### src/source/ccu_ctrl_pkg.sv
package ccu_ctrl_pkg;

    // --------------------
    // sizes
    // --------------------
    localparam int unsigned NO_MST_PORTS = 4;
    localparam int unsigned MST_IDX_BITS = 2;
    localparam int unsigned ADDR_WIDTH   = 32;
    // top MST_IDX_BITS bits of the id name the initiator
    localparam int unsigned ID_WIDTH     = 6;

    typedef logic [ADDR_WIDTH-1:0]   addr_t;
    typedef logic [ID_WIDTH-1:0]     axi_id_t;
    typedef logic [MST_IDX_BITS-1:0] mst_idx_t;
    typedef logic [NO_MST_PORTS-1:0] mst_mask_t;
    typedef logic [3:0]              snoop_t;

    // --------------------
    // ace snoop codes
    // --------------------
    localparam snoop_t SNP_READ_SHARED   = 4'b0001;
    localparam snoop_t SNP_CLEAN_UNIQUE  = 4'b1011;
    localparam snoop_t SNP_CLEAN_INVALID = 4'b1001;

    // what the snoop phase is for
    typedef enum logic [1:0] {
        SNOOP_READ,
        SNOOP_READ_INVALID,
        SNOOP_WRITE_INVALID
    } snoop_kind_e;

    // memory unit ops
    typedef enum logic [1:0] {
        SEND_AXI_REQ_R,
        SEND_AXI_REQ_W,
        SEND_AXI_REQ_WRITE_BACK_R,
        SEND_AXI_REQ_WRITE_BACK_W
    } mu_op_e;

    // snoop data unit ops
    typedef enum logic {
        READ_SNP_DATA,
        SEND_INVALID_ACK_R
    } su_op_e;

endpackage

### src/source/ccu_ctrl.sv
`timescale 1ns/10ps

module ccu_ctrl import ccu_ctrl_pkg::*; (
    input  logic      clk_i,
    input  logic      rst_ni,
    // read request
    input  logic      ar_valid_i,
    output logic      ar_ready_o,
    input  addr_t     ar_addr_i,
    input  axi_id_t   ar_id_i,
    input  snoop_t    ar_snoop_i,
    input  logic      ar_lock_i,
    // write request
    input  logic      aw_valid_i,
    output logic      aw_ready_o,
    input  addr_t     aw_addr_i,
    input  axi_id_t   aw_id_i,
    // snoop address
    output mst_mask_t ac_valid_o,
    input  mst_mask_t ac_ready_i,
    output addr_t     ac_addr_o,
    output snoop_t    ac_snoop_o,
    // snoop response
    input  mst_mask_t cr_valid_i,
    output mst_mask_t cr_ready_o,
    input  mst_mask_t cr_data_transfer_i,
    input  mst_mask_t cr_is_shared_i,
    input  mst_mask_t cr_pass_dirty_i,
    input  mst_mask_t cr_error_i,
    // memory unit
    output logic      mu_valid_o,
    input  logic      mu_ready_i,
    output mu_op_e    mu_op_o,
    // snoop data unit
    output logic      su_valid_o,
    input  logic      su_ready_i,
    output su_op_e    su_op_o,
    // lookup
    output logic      lookup_req_o,
    input  logic      collision_i,
    input  logic      b_queue_full_i,
    input  logic      r_queue_full_i
);

    logic        snoop_start;
    snoop_kind_e snoop_kind;
    addr_t       snoop_addr;
    snoop_t      snoop_code;
    mst_mask_t   initiator;
    logic        lock;
    logic        snoop_done;
    mst_mask_t   data_avail;
    logic        dispatch_done;

    ccu_req_decode i_req_decode (
        .clk_i           (clk_i),
        .rst_ni          (rst_ni),
        .ar_valid_i      (ar_valid_i),
        .ar_addr_i       (ar_addr_i),
        .ar_id_i         (ar_id_i),
        .ar_snoop_i      (ar_snoop_i),
        .ar_lock_i       (ar_lock_i),
        .aw_valid_i      (aw_valid_i),
        .aw_addr_i       (aw_addr_i),
        .aw_id_i         (aw_id_i),
        .ar_ready_o      (ar_ready_o),
        .aw_ready_o      (aw_ready_o),
        .lookup_req_o    (lookup_req_o),
        .collision_i     (collision_i),
        .b_queue_full_i  (b_queue_full_i),
        .r_queue_full_i  (r_queue_full_i),
        .dispatch_done_i (dispatch_done),
        .snoop_start_o   (snoop_start),
        .snoop_kind_o    (snoop_kind),
        .snoop_addr_o    (snoop_addr),
        .snoop_code_o    (snoop_code),
        .initiator_o     (initiator),
        .lock_o          (lock)
    );

    ccu_snoop_execute i_snoop_execute (
        .clk_i              (clk_i),
        .rst_ni             (rst_ni),
        .snoop_start_i      (snoop_start),
        .snoop_kind_i       (snoop_kind),
        .snoop_addr_i       (snoop_addr),
        .snoop_code_i       (snoop_code),
        .initiator_i        (initiator),
        .ac_valid_o         (ac_valid_o),
        .ac_ready_i         (ac_ready_i),
        .ac_addr_o          (ac_addr_o),
        .ac_snoop_o         (ac_snoop_o),
        .cr_valid_i         (cr_valid_i),
        .cr_ready_o         (cr_ready_o),
        .cr_data_transfer_i (cr_data_transfer_i),
        .cr_is_shared_i     (cr_is_shared_i),
        .cr_pass_dirty_i    (cr_pass_dirty_i),
        .cr_error_i         (cr_error_i),
        .snoop_done_o       (snoop_done),
        .data_avail_o       (data_avail),
        .shared_o           (),
        .dirty_o            (),
        .first_responder_o  ()
    );

    ccu_dispatch_result i_dispatch_result (
        .clk_i           (clk_i),
        .rst_ni          (rst_ni),
        .snoop_done_i    (snoop_done),
        .snoop_kind_i    (snoop_kind),
        .lock_i          (lock),
        .data_avail_i    (data_avail),
        .mu_valid_o      (mu_valid_o),
        .mu_ready_i      (mu_ready_i),
        .mu_op_o         (mu_op_o),
        .su_valid_o      (su_valid_o),
        .su_ready_i      (su_ready_i),
        .su_op_o         (su_op_o),
        .dispatch_done_o (dispatch_done)
    );

endmodule

### src/source/ccu_dispatch_result.sv
`timescale 1ns/10ps

module ccu_dispatch_result import ccu_ctrl_pkg::*; (
    input  logic        clk_i,
    input  logic        rst_ni,
    // snoop outcome
    input  logic        snoop_done_i,
    input  snoop_kind_e snoop_kind_i,
    input  logic        lock_i,
    input  mst_mask_t   data_avail_i,
    // memory unit
    output logic        mu_valid_o,
    input  logic        mu_ready_i,
    output mu_op_e      mu_op_o,
    // snoop data unit
    output logic        su_valid_o,
    input  logic        su_ready_i,
    output su_op_e      su_op_o,
    // back to decode
    output logic        dispatch_done_o
);

    logic   any_data;
    logic   mu_need, su_need;
    mu_op_e mu_op_d, mu_op_q;
    su_op_e su_op_d, su_op_q;
    logic   mu_valid_q, su_valid_q;

    assign any_data = |data_avail_i;

    // --------------------
    // op selection
    // --------------------
    always_comb begin
        mu_need = 1'b0;
        su_need = 1'b0;
        mu_op_d = SEND_AXI_REQ_R;
        su_op_d = READ_SNP_DATA;

        case (snoop_kind_i)
            SNOOP_READ: begin
                // another master holds the line
                su_need = any_data;
                mu_need = ~any_data;
            end
            SNOOP_READ_INVALID: begin
                mu_need = any_data | lock_i;
                mu_op_d = any_data ? SEND_AXI_REQ_WRITE_BACK_R : SEND_AXI_REQ_R;
                su_need = ~lock_i;
                su_op_d = SEND_INVALID_ACK_R;
            end
            default: begin
                mu_need = 1'b1;
                mu_op_d = any_data ? SEND_AXI_REQ_WRITE_BACK_W : SEND_AXI_REQ_W;
            end
        endcase
    end

    // each valid is held on its own until accepted
    always_ff @(posedge clk_i, negedge rst_ni) begin
        if (!rst_ni) begin
            mu_valid_q <= 1'b0;
            su_valid_q <= 1'b0;
        end else if (snoop_done_i) begin
            mu_valid_q <= mu_need;
            su_valid_q <= su_need;
        end else begin
            mu_valid_q <= mu_valid_q & ~mu_ready_i;
            su_valid_q <= su_valid_q & ~su_ready_i;
        end
    end

    always_ff @(posedge clk_i) begin
        if (snoop_done_i) begin
            mu_op_q <= mu_op_d;
            su_op_q <= su_op_d;
        end
    end

    assign mu_valid_o = mu_valid_q;
    assign su_valid_o = su_valid_q;
    assign mu_op_o    = mu_op_q;
    assign su_op_o    = su_op_q;

    // done when the last pending valid is taken
    assign dispatch_done_o = (mu_valid_q | su_valid_q)
                           & (~mu_valid_q | mu_ready_i)
                           & (~su_valid_q | su_ready_i);

endmodule

### src/source/ccu_req_decode.sv
`timescale 1ns/10ps

module ccu_req_decode import ccu_ctrl_pkg::*; (
    input  logic        clk_i,
    input  logic        rst_ni,
    // read request
    input  logic        ar_valid_i,
    input  addr_t       ar_addr_i,
    input  axi_id_t     ar_id_i,
    input  snoop_t      ar_snoop_i,
    input  logic        ar_lock_i,
    // write request
    input  logic        aw_valid_i,
    input  addr_t       aw_addr_i,
    input  axi_id_t     aw_id_i,
    output logic        ar_ready_o,
    output logic        aw_ready_o,
    // collision lookup
    output logic        lookup_req_o,
    input  logic        collision_i,
    input  logic        b_queue_full_i,
    input  logic        r_queue_full_i,
    // towards snoop execution
    input  logic        dispatch_done_i,
    output logic        snoop_start_o,
    output snoop_kind_e snoop_kind_o,
    output addr_t       snoop_addr_o,
    output snoop_t      snoop_code_o,
    output mst_mask_t   initiator_o,
    output logic        lock_o
);

    typedef enum logic [1:0] {
        IDLE,
        DECODE,
        BUSY
    } state_e;

    state_e   state_d, state_q;
    logic     write_waiting_d, write_waiting_q;
    logic     pick_r, pick_w;
    logic     capture;
    logic     queue_full;
    mst_idx_t init_idx;

    // held request
    logic     is_read_q;
    addr_t    addr_q;
    axi_id_t  id_q;
    snoop_t   snoop_q;
    logic     lock_q;

    // reads win unless the previous read left a write waiting
    assign pick_r = ar_valid_i & (~aw_valid_i | ~write_waiting_q);
    assign pick_w = aw_valid_i & ~pick_r;

    assign queue_full = is_read_q ? r_queue_full_i : b_queue_full_i;

    always_ff @(posedge clk_i) begin
        if (capture) begin
            is_read_q <= pick_r;
            addr_q    <= pick_r ? ar_addr_i : aw_addr_i;
            id_q      <= pick_r ? ar_id_i : aw_id_i;
            snoop_q   <= pick_r ? ar_snoop_i : '0;
            lock_q    <= pick_r & ar_lock_i;
        end
    end

    // --------------------
    // state machine
    // --------------------
    always_ff @(posedge clk_i, negedge rst_ni) begin
        if (!rst_ni) begin
            state_q         <= IDLE;
            write_waiting_q <= 1'b0;
        end else begin
            state_q         <= state_d;
            write_waiting_q <= write_waiting_d;
        end
    end

    always_comb begin
        state_d         = state_q;
        write_waiting_d = write_waiting_q;
        capture         = 1'b0;
        ar_ready_o      = 1'b0;
        aw_ready_o      = 1'b0;
        lookup_req_o    = 1'b0;
        snoop_start_o   = 1'b0;

        case (state_q)
            IDLE: begin
                if (pick_r | pick_w) begin
                    capture         = 1'b1;
                    write_waiting_d = pick_r & aw_valid_i;
                    state_d         = DECODE;
                end
            end
            DECODE: begin
                lookup_req_o = 1'b1;
                // accept only once the lookup is clear and there is room
                if (!collision_i && !queue_full) begin
                    ar_ready_o    = is_read_q;
                    aw_ready_o    = ~is_read_q;
                    snoop_start_o = 1'b1;
                    state_d       = BUSY;
                end
            end
            BUSY: begin
                if (dispatch_done_i) begin
                    state_d = IDLE;
                end
            end
            default: state_d = IDLE;
        endcase
    end

    // --------------------
    // snoop job
    // --------------------
    assign init_idx    = id_q[ID_WIDTH-1 -: MST_IDX_BITS];
    assign initiator_o = mst_mask_t'(1) << init_idx;

    always_comb begin
        if (!is_read_q) begin
            snoop_kind_o = SNOOP_WRITE_INVALID;
        end else if (snoop_q == SNP_CLEAN_UNIQUE || lock_q) begin
            snoop_kind_o = SNOOP_READ_INVALID;
        end else begin
            snoop_kind_o = SNOOP_READ;
        end
    end

    assign snoop_addr_o = addr_q;
    assign snoop_code_o = snoop_q;
    assign lock_o       = lock_q;

endmodule

### src/source/ccu_snoop_execute.sv
`timescale 1ns/10ps

module ccu_snoop_execute import ccu_ctrl_pkg::*; (
    input  logic        clk_i,
    input  logic        rst_ni,
    // from decode
    input  logic        snoop_start_i,
    input  snoop_kind_e snoop_kind_i,
    input  addr_t       snoop_addr_i,
    input  snoop_t      snoop_code_i,
    input  mst_mask_t   initiator_i,
    // snoop address channel
    output mst_mask_t   ac_valid_o,
    input  mst_mask_t   ac_ready_i,
    output addr_t       ac_addr_o,
    output snoop_t      ac_snoop_o,
    // snoop response channel
    input  mst_mask_t   cr_valid_i,
    output mst_mask_t   cr_ready_o,
    input  mst_mask_t   cr_data_transfer_i,
    input  mst_mask_t   cr_is_shared_i,
    input  mst_mask_t   cr_pass_dirty_i,
    input  mst_mask_t   cr_error_i,
    // outcome
    output logic        snoop_done_o,
    output mst_mask_t   data_avail_o,
    output logic        shared_o,
    output logic        dirty_o,
    output mst_idx_t    first_responder_o
);

    typedef enum logic [1:0] {
        ST_IDLE,
        ST_AC,
        ST_CR,
        ST_DONE
    } state_e;

    state_e    state_d, state_q;
    mst_mask_t ac_done_q, cr_done_q;
    mst_mask_t ac_hs, cr_hs;
    mst_mask_t data_avail_q, shared_q, dirty_q;

    assign ac_hs = ac_valid_o & ac_ready_i;
    assign cr_hs = cr_valid_i & cr_ready_o;

    // the initiator does not snoop itself, so it starts out done
    always_ff @(posedge clk_i, negedge rst_ni) begin
        if (!rst_ni) begin
            state_q   <= ST_IDLE;
            ac_done_q <= '0;
            cr_done_q <= '0;
        end else begin
            state_q <= state_d;
            if (snoop_start_i) begin
                ac_done_q <= initiator_i;
                cr_done_q <= initiator_i;
            end else begin
                ac_done_q <= ac_done_q | ac_hs;
                cr_done_q <= cr_done_q | cr_hs;
            end
        end
    end

    always_comb begin
        state_d      = state_q;
        snoop_done_o = 1'b0;

        case (state_q)
            ST_IDLE: begin
                if (snoop_start_i) begin
                    state_d = ST_AC;
                end
            end
            ST_AC: begin
                if ((ac_done_q | ac_hs) == '1) begin
                    state_d = ST_CR;
                end
            end
            ST_CR: begin
                if ((cr_done_q | cr_hs) == '1) begin
                    state_d = ST_DONE;
                end
            end
            ST_DONE: begin
                snoop_done_o = 1'b1;
                state_d      = ST_IDLE;
            end
            default: state_d = ST_IDLE;
        endcase
    end

    // --------------------
    // channel outputs
    // --------------------
    assign ac_valid_o = (state_q == ST_AC) ? ~ac_done_q : '0;
    assign cr_ready_o = (state_q == ST_CR) ? ~cr_done_q : '0;
    assign ac_addr_o  = snoop_addr_i;
    // invalidating snoops always go out as CleanInvalid
    assign ac_snoop_o = (snoop_kind_i == SNOOP_READ) ? snoop_code_i : SNP_CLEAN_INVALID;

    // --------------------
    // response flags
    // --------------------
    always_ff @(posedge clk_i) begin
        if (snoop_start_i) begin
            data_avail_q <= '0;
            shared_q     <= '0;
            dirty_q      <= '0;
        end else begin
            for (int i = 0; i < NO_MST_PORTS; i++) begin
                if (cr_hs[i]) begin
                    // an errored response never counts as data
                    data_avail_q[i] <= cr_data_transfer_i[i] & ~cr_error_i[i];
                    shared_q[i]     <= cr_is_shared_i[i];
                    dirty_q[i]      <= cr_pass_dirty_i[i];
                end
            end
        end
    end

    // lowest index with good data
    always_comb begin
        first_responder_o = '0;
        for (int i = NO_MST_PORTS - 1; i >= 0; i--) begin
            if (data_avail_q[i]) begin
                first_responder_o = mst_idx_t'(i);
            end
        end
    end

    assign data_avail_o = data_avail_q;
    assign shared_o     = |shared_q;
    assign dirty_o      = |dirty_q;

endmodule

### config.mk
export PLATFORM = sky130hd
export DESIGN_NAME = ccu_ctrl
export DESIGN_NICKNAME = d
export VERILOG_FILES = /design/src/source/ccu_ctrl_pkg.sv /design/src/source/ccu_ctrl.sv /design/src/source/ccu_dispatch_result.sv /design/src/source/ccu_req_decode.sv /design/src/source/ccu_snoop_execute.sv
export SDC_FILE = /design/constraint.sdc
export NUM_CORES = 1
export LEC_CHECK = 0
export BUFFER_PORTS_ARGS = -buffer_cell sky130_fd_sc_hd__buf_2
export CAP_MARGIN = 20
export CORE_MARGIN = 2
export CORE_UTILIZATION = 35
export CTS_CLUSTER_SIZE = 14
export DETAILED_ROUTE_END_ITERATION = 16
export HOLD_SLACK_MARGIN = 0.15
export PLACE_DENSITY = 0.67
export SLEW_MARGIN = 20
export SYNTH_ARGS = -nofsm -noshare
export SYNTH_HDL_FRONTEND = slang
export SYNTH_SLANG_ARGS = --single-unit
### constraint.sdc
create_clock -name clk_i -period 2.4 [get_ports clk_i]
set_input_delay 0.48 -clock clk_i [delete_from_list [all_inputs] [get_ports clk_i]]
set_output_delay 0.48 -clock clk_i [all_outputs]
set_load 0.02 [all_outputs]
==> flow_metrics.env <==
export IMPL_maxSlewHeadroom=0.463
export IMPL_via_count_of_the_first_global_routing_pass=2246
export IMPL_clock_sinks=62
export IMPL_cts_inserted_buffers=9
export IMPL_timing_critical_path_fanout_max=4
export IMPL_report_final_hold_viol_count=0
export IMPL_average_routed_wire_per_standard_cell_um=13.9
export IMPL_die_height_um=94.1
export IMPL_area_growth_syn_to_layout_pct=38.1
export IMPL_cpPeakStageDelay_ns=0.45
export IMPL_cts_reportedPaths_clkPinSlew_ns=0.07
export IMPL_grt_start_max_net_pins=41
export IMPL_number_of_enable_type_register_cells_in_the_synthesized_netlist=43
export IMPL_drt_first_pass_iters=6
export IMPL_most_used_routing_layer_in_global_routing="met2"
export IMPL_routabilityCongestion=0.698
export IMPL_synthesis_area_per_instance_um2=13.8
export IMPL_syn_inst=206
export IMPL_totalWireLength_um=6530
export IMPL_synth_seq_cells=62
export IMPL_netlist_cell_type_count=37
export IMPL_clock_latency_ns=0.33
export IMPL_placement_cell_area_mm2=0.00370
export IMPL_fin_crit_ns=2.12
export IMPL_yosysMostFrequentCell="edfxtp_1"
export IMPL_globalRouteMet3Util=0.0610
export IMPL_crit_path_top_delay_cell="edfxtp_1"
export IMPL_drc=0
export IMPL_skew_ns=0.00568
export IMPL_grt_antenna_before_repair=0
export IMPL_setup_viol_count_final=0
export IMPL_min_period_over_period=0.884
export IMPL_clock_tree_buffer_depth=2
export IMPL_ir_worst_vdd_v=0.000430
export IMPL_antenna_cells_inserted=0
export IMPL_timing_final_max_slew_violations=0
export IMPL_cts_post_setup_buffers_inserted=0
export IMPL_cts_tree="yes"
export IMPL_horiz_die_dim_um=94.1
export IMPL_worst_slew_pin_transition_ns=0.798
export IMPL_synth_net_count=324
export IMPL_cp_launch_type="register"
export IMPL_fin_tns_setup_ns=0
export IMPL_yosys_warnings=0
export IMPL_antenna_violating_nets_post_route=0
export IMPL_cp_cell_sequence="mux2_4, nor3b_4, and2_2, buf_2"
export IMPL_crit_path_end_kind="output pin"
export IMPL_number_of_placement_rows=32
export IMPL_top_reg_cell_synth="edfxtp_1"
export IMPL_final_layout_size_suffix_gt1_frac=0.571
export IMPL_htree_levels=3
export IMPL_run_status="finished clean"
export IMPL_grt_usage=0.154
export IMPL_gr_total_overflow=0
export IMPL_holdPathStages=3
export IMPL_power_per_cell_area_mw_per_mm2=1110
export IMPL_floorplan_die_area_mm2=0.00886
export IMPL_num_vias=2222
export IMPL_criticalPathCategory="reg -> out"
export IMPL_core_area_mm2=0.00781
export IMPL_report_power_total_mw=4.37
export IMPL_async_flop_share=0.242
export IMPL_grtUsageMet2=0.255
export IMPL_path_depth=4
export IMPL_netlist_top_cells_area="edfxtp_1 45%, mux2_2 13%, dfrtp_1 13%"
export IMPL_met1_usage_grt=0.177
export IMPL_final_net_count=481
export IMPL_vias_per_cell=4.73
export IMPL_required_ns=1.92
export IMPL_finalHoldWorstSlack_ns=0.419
export IMPL_floorplan_initialDensity=0.364
export IMPL_worstPathArrival_ns=1.64
export IMPL_synth_yosys_seq_area_share=0.614
export IMPL_grt_pass1_wl_um=10300
export IMPL_critical_path_n_buffers_inverters=1
export IMPL_post_synth_most_frequent_cells="43 x edfxtp_1, 34 x mux2_2, 15 x dfrtp_1, 14 x a21oi_1, 13 x nand2_1"
export IMPL_placement_io_buffers=149
export IMPL_min_delay_path_class="in -> reg"
export IMPL_drt_initial_drc_count=56
export IMPL_ioPinCount=166
export IMPL_static_leakage_power_nw=1.73
export IMPL_cts_root_buf="clkbuf_8"
export IMPL_post_route_cell_area_mm2=0.00393
export IMPL_max_cap_viols=0
export IMPL_post_cts_resized_instances=0
export IMPL_reg2reg_depth=5
export IMPL_clock_fmax_mhz=471
export IMPL_synthesis_area_mm2=0.00284
export IMPL_synth_top_area_cell="edfxtp_1"
export IMPL_synth_top_area_frac=0.454
export IMPL_detailed_place_hpwl_um=5000
export IMPL_rsz0062_at_grt="false"
export IMPL_crit_family="flip-flops"
power breakdown:
part / switching [mW] / internal, mW
clock network: 0.403 / 0.577
registers: 0.175 / 1.62
logic: 0.980 / 0.619
what timing repair did:
| item | in CTS | in global routing |
|---|---|---|
| endpoints found under the hold margin | 15 | 0 |
| endpoints found under the setup margin | 0 | 0 |
| hold buffers | 1 | 0 |
layout by cell type, fill, tap and decap left out, drive strengths merged, types with 3 or more instances in the layout:
cell | synthesis | routed
a211oi | 4 | 4
ha | 4 | 4
and2 | 7 | 7
inv | 6 | 6
buf | 7 | 153
dfrtp | 15 | 15
clkinv | 0 | 3
nand4b | 5 | 5
nand2b | 4 | 4
nand2 | 13 | 13
o21ai | 6 | 6
mux2i | 4 | 4
clkbuf | 1 | 9
nor2b | 10 | 10
a21oi | 14 | 14
edfxtp | 43 | 43
o22ai | 4 | 4
dfxtp | 4 | 4
mux2 | 36 | 36
nor2 | 3 | 3
worst min-delay path, delay by kind of cell:
family                 cells  cell delay (ns)
AOI/OAI and AO/OA          1             0.06
buffers and inverters      1             0.07
and+or+nand+nor            1             0.09
cell type report:
type | count | area, um^2
fillers | 703 | 3880
flip-flops and latches | 62 | 1750
multi-input cells | 130 | 1030
repair buffers | 154 | 786
well taps | 102 | 128
clock buffers | 9 | 124
clock inverters | 7 | 88.8
inverters | 6 | 22.5
final timing paths:
check	from	slack, ns	endpoint
max in group asynchronous	rst_ni	1.58	i_req_decode.state_q[1]
min reg2reg	i_snoop_execute.data_avail_o[1]	0.47	i_snoop_execute.data_avail_o[1]
max reg2reg	i_req_decode.is_read_q	0.56	i_snoop_execute.state_q[1]
min in group asynchronous	rst_ni	0.58	i_snoop_execute.state_q[1]
max	i_req_decode.is_read_q	0.28	ar_ready_o
min	cr_error_i[0]	0.42	i_snoop_execute.data_avail_o[0]
sequential cells by signal, indices dropped and copies added (netlist names):
register,count
i_req_decode.snoop_code_o,4
i_snoop_execute.data_avail_o,4
i_dispatch_result.mu_valid_o,1
i_snoop_execute.cr_done_q,4
i_dispatch_result.su_op_o,1
i_req_decode.is_read_q,1
i_req_decode.lock_o,1
i_req_decode.state_q,2
i_req_decode.write_waiting_q,1
i_req_decode.id_q,2
i_dispatch_result.su_valid_o,1
i_dispatch_result.mu_op_o,2
i_req_decode.snoop_addr_o,32
i_snoop_execute.ac_done_q,4
i_snoop_execute.state_q,2
through the flow:
step | std cells | setup WS (ns) | util
after CTS | 470 | 0.245 | 0.503
after global routing | 470 | 0.115 | 0.503
final | 470 | 0.279 | 0.503
after global placement | 453 | 0.517 | 0.474
after floorplan | 206 | 0.364 | -
after detailed placement | 453 | 0.480 | 0.474
layer usage:
layer	up-vias	share of wire
li1	1081	-
met4	0	0.016
met1	1021	0.41
met2	112	0.47
met3	8	0.11
met5	-	0
kinds of logic (layout without fill, tap and decap cells):
kind of cell               after synthesis  after routing  synth area share
DFF                                     62             62             0.614
and+or+nand+nor                         51             51             0.107
muxes                                   40             40             0.159
AOI/OAI and AO/OA                       34             34            0.0717
buffers and inverters                   14            176            0.0273
adders and majority gates                4              4            0.0176
xor gates and xnor gates                 1              1           0.00308
No activity file was read; power rests on OpenSTA's default activity.
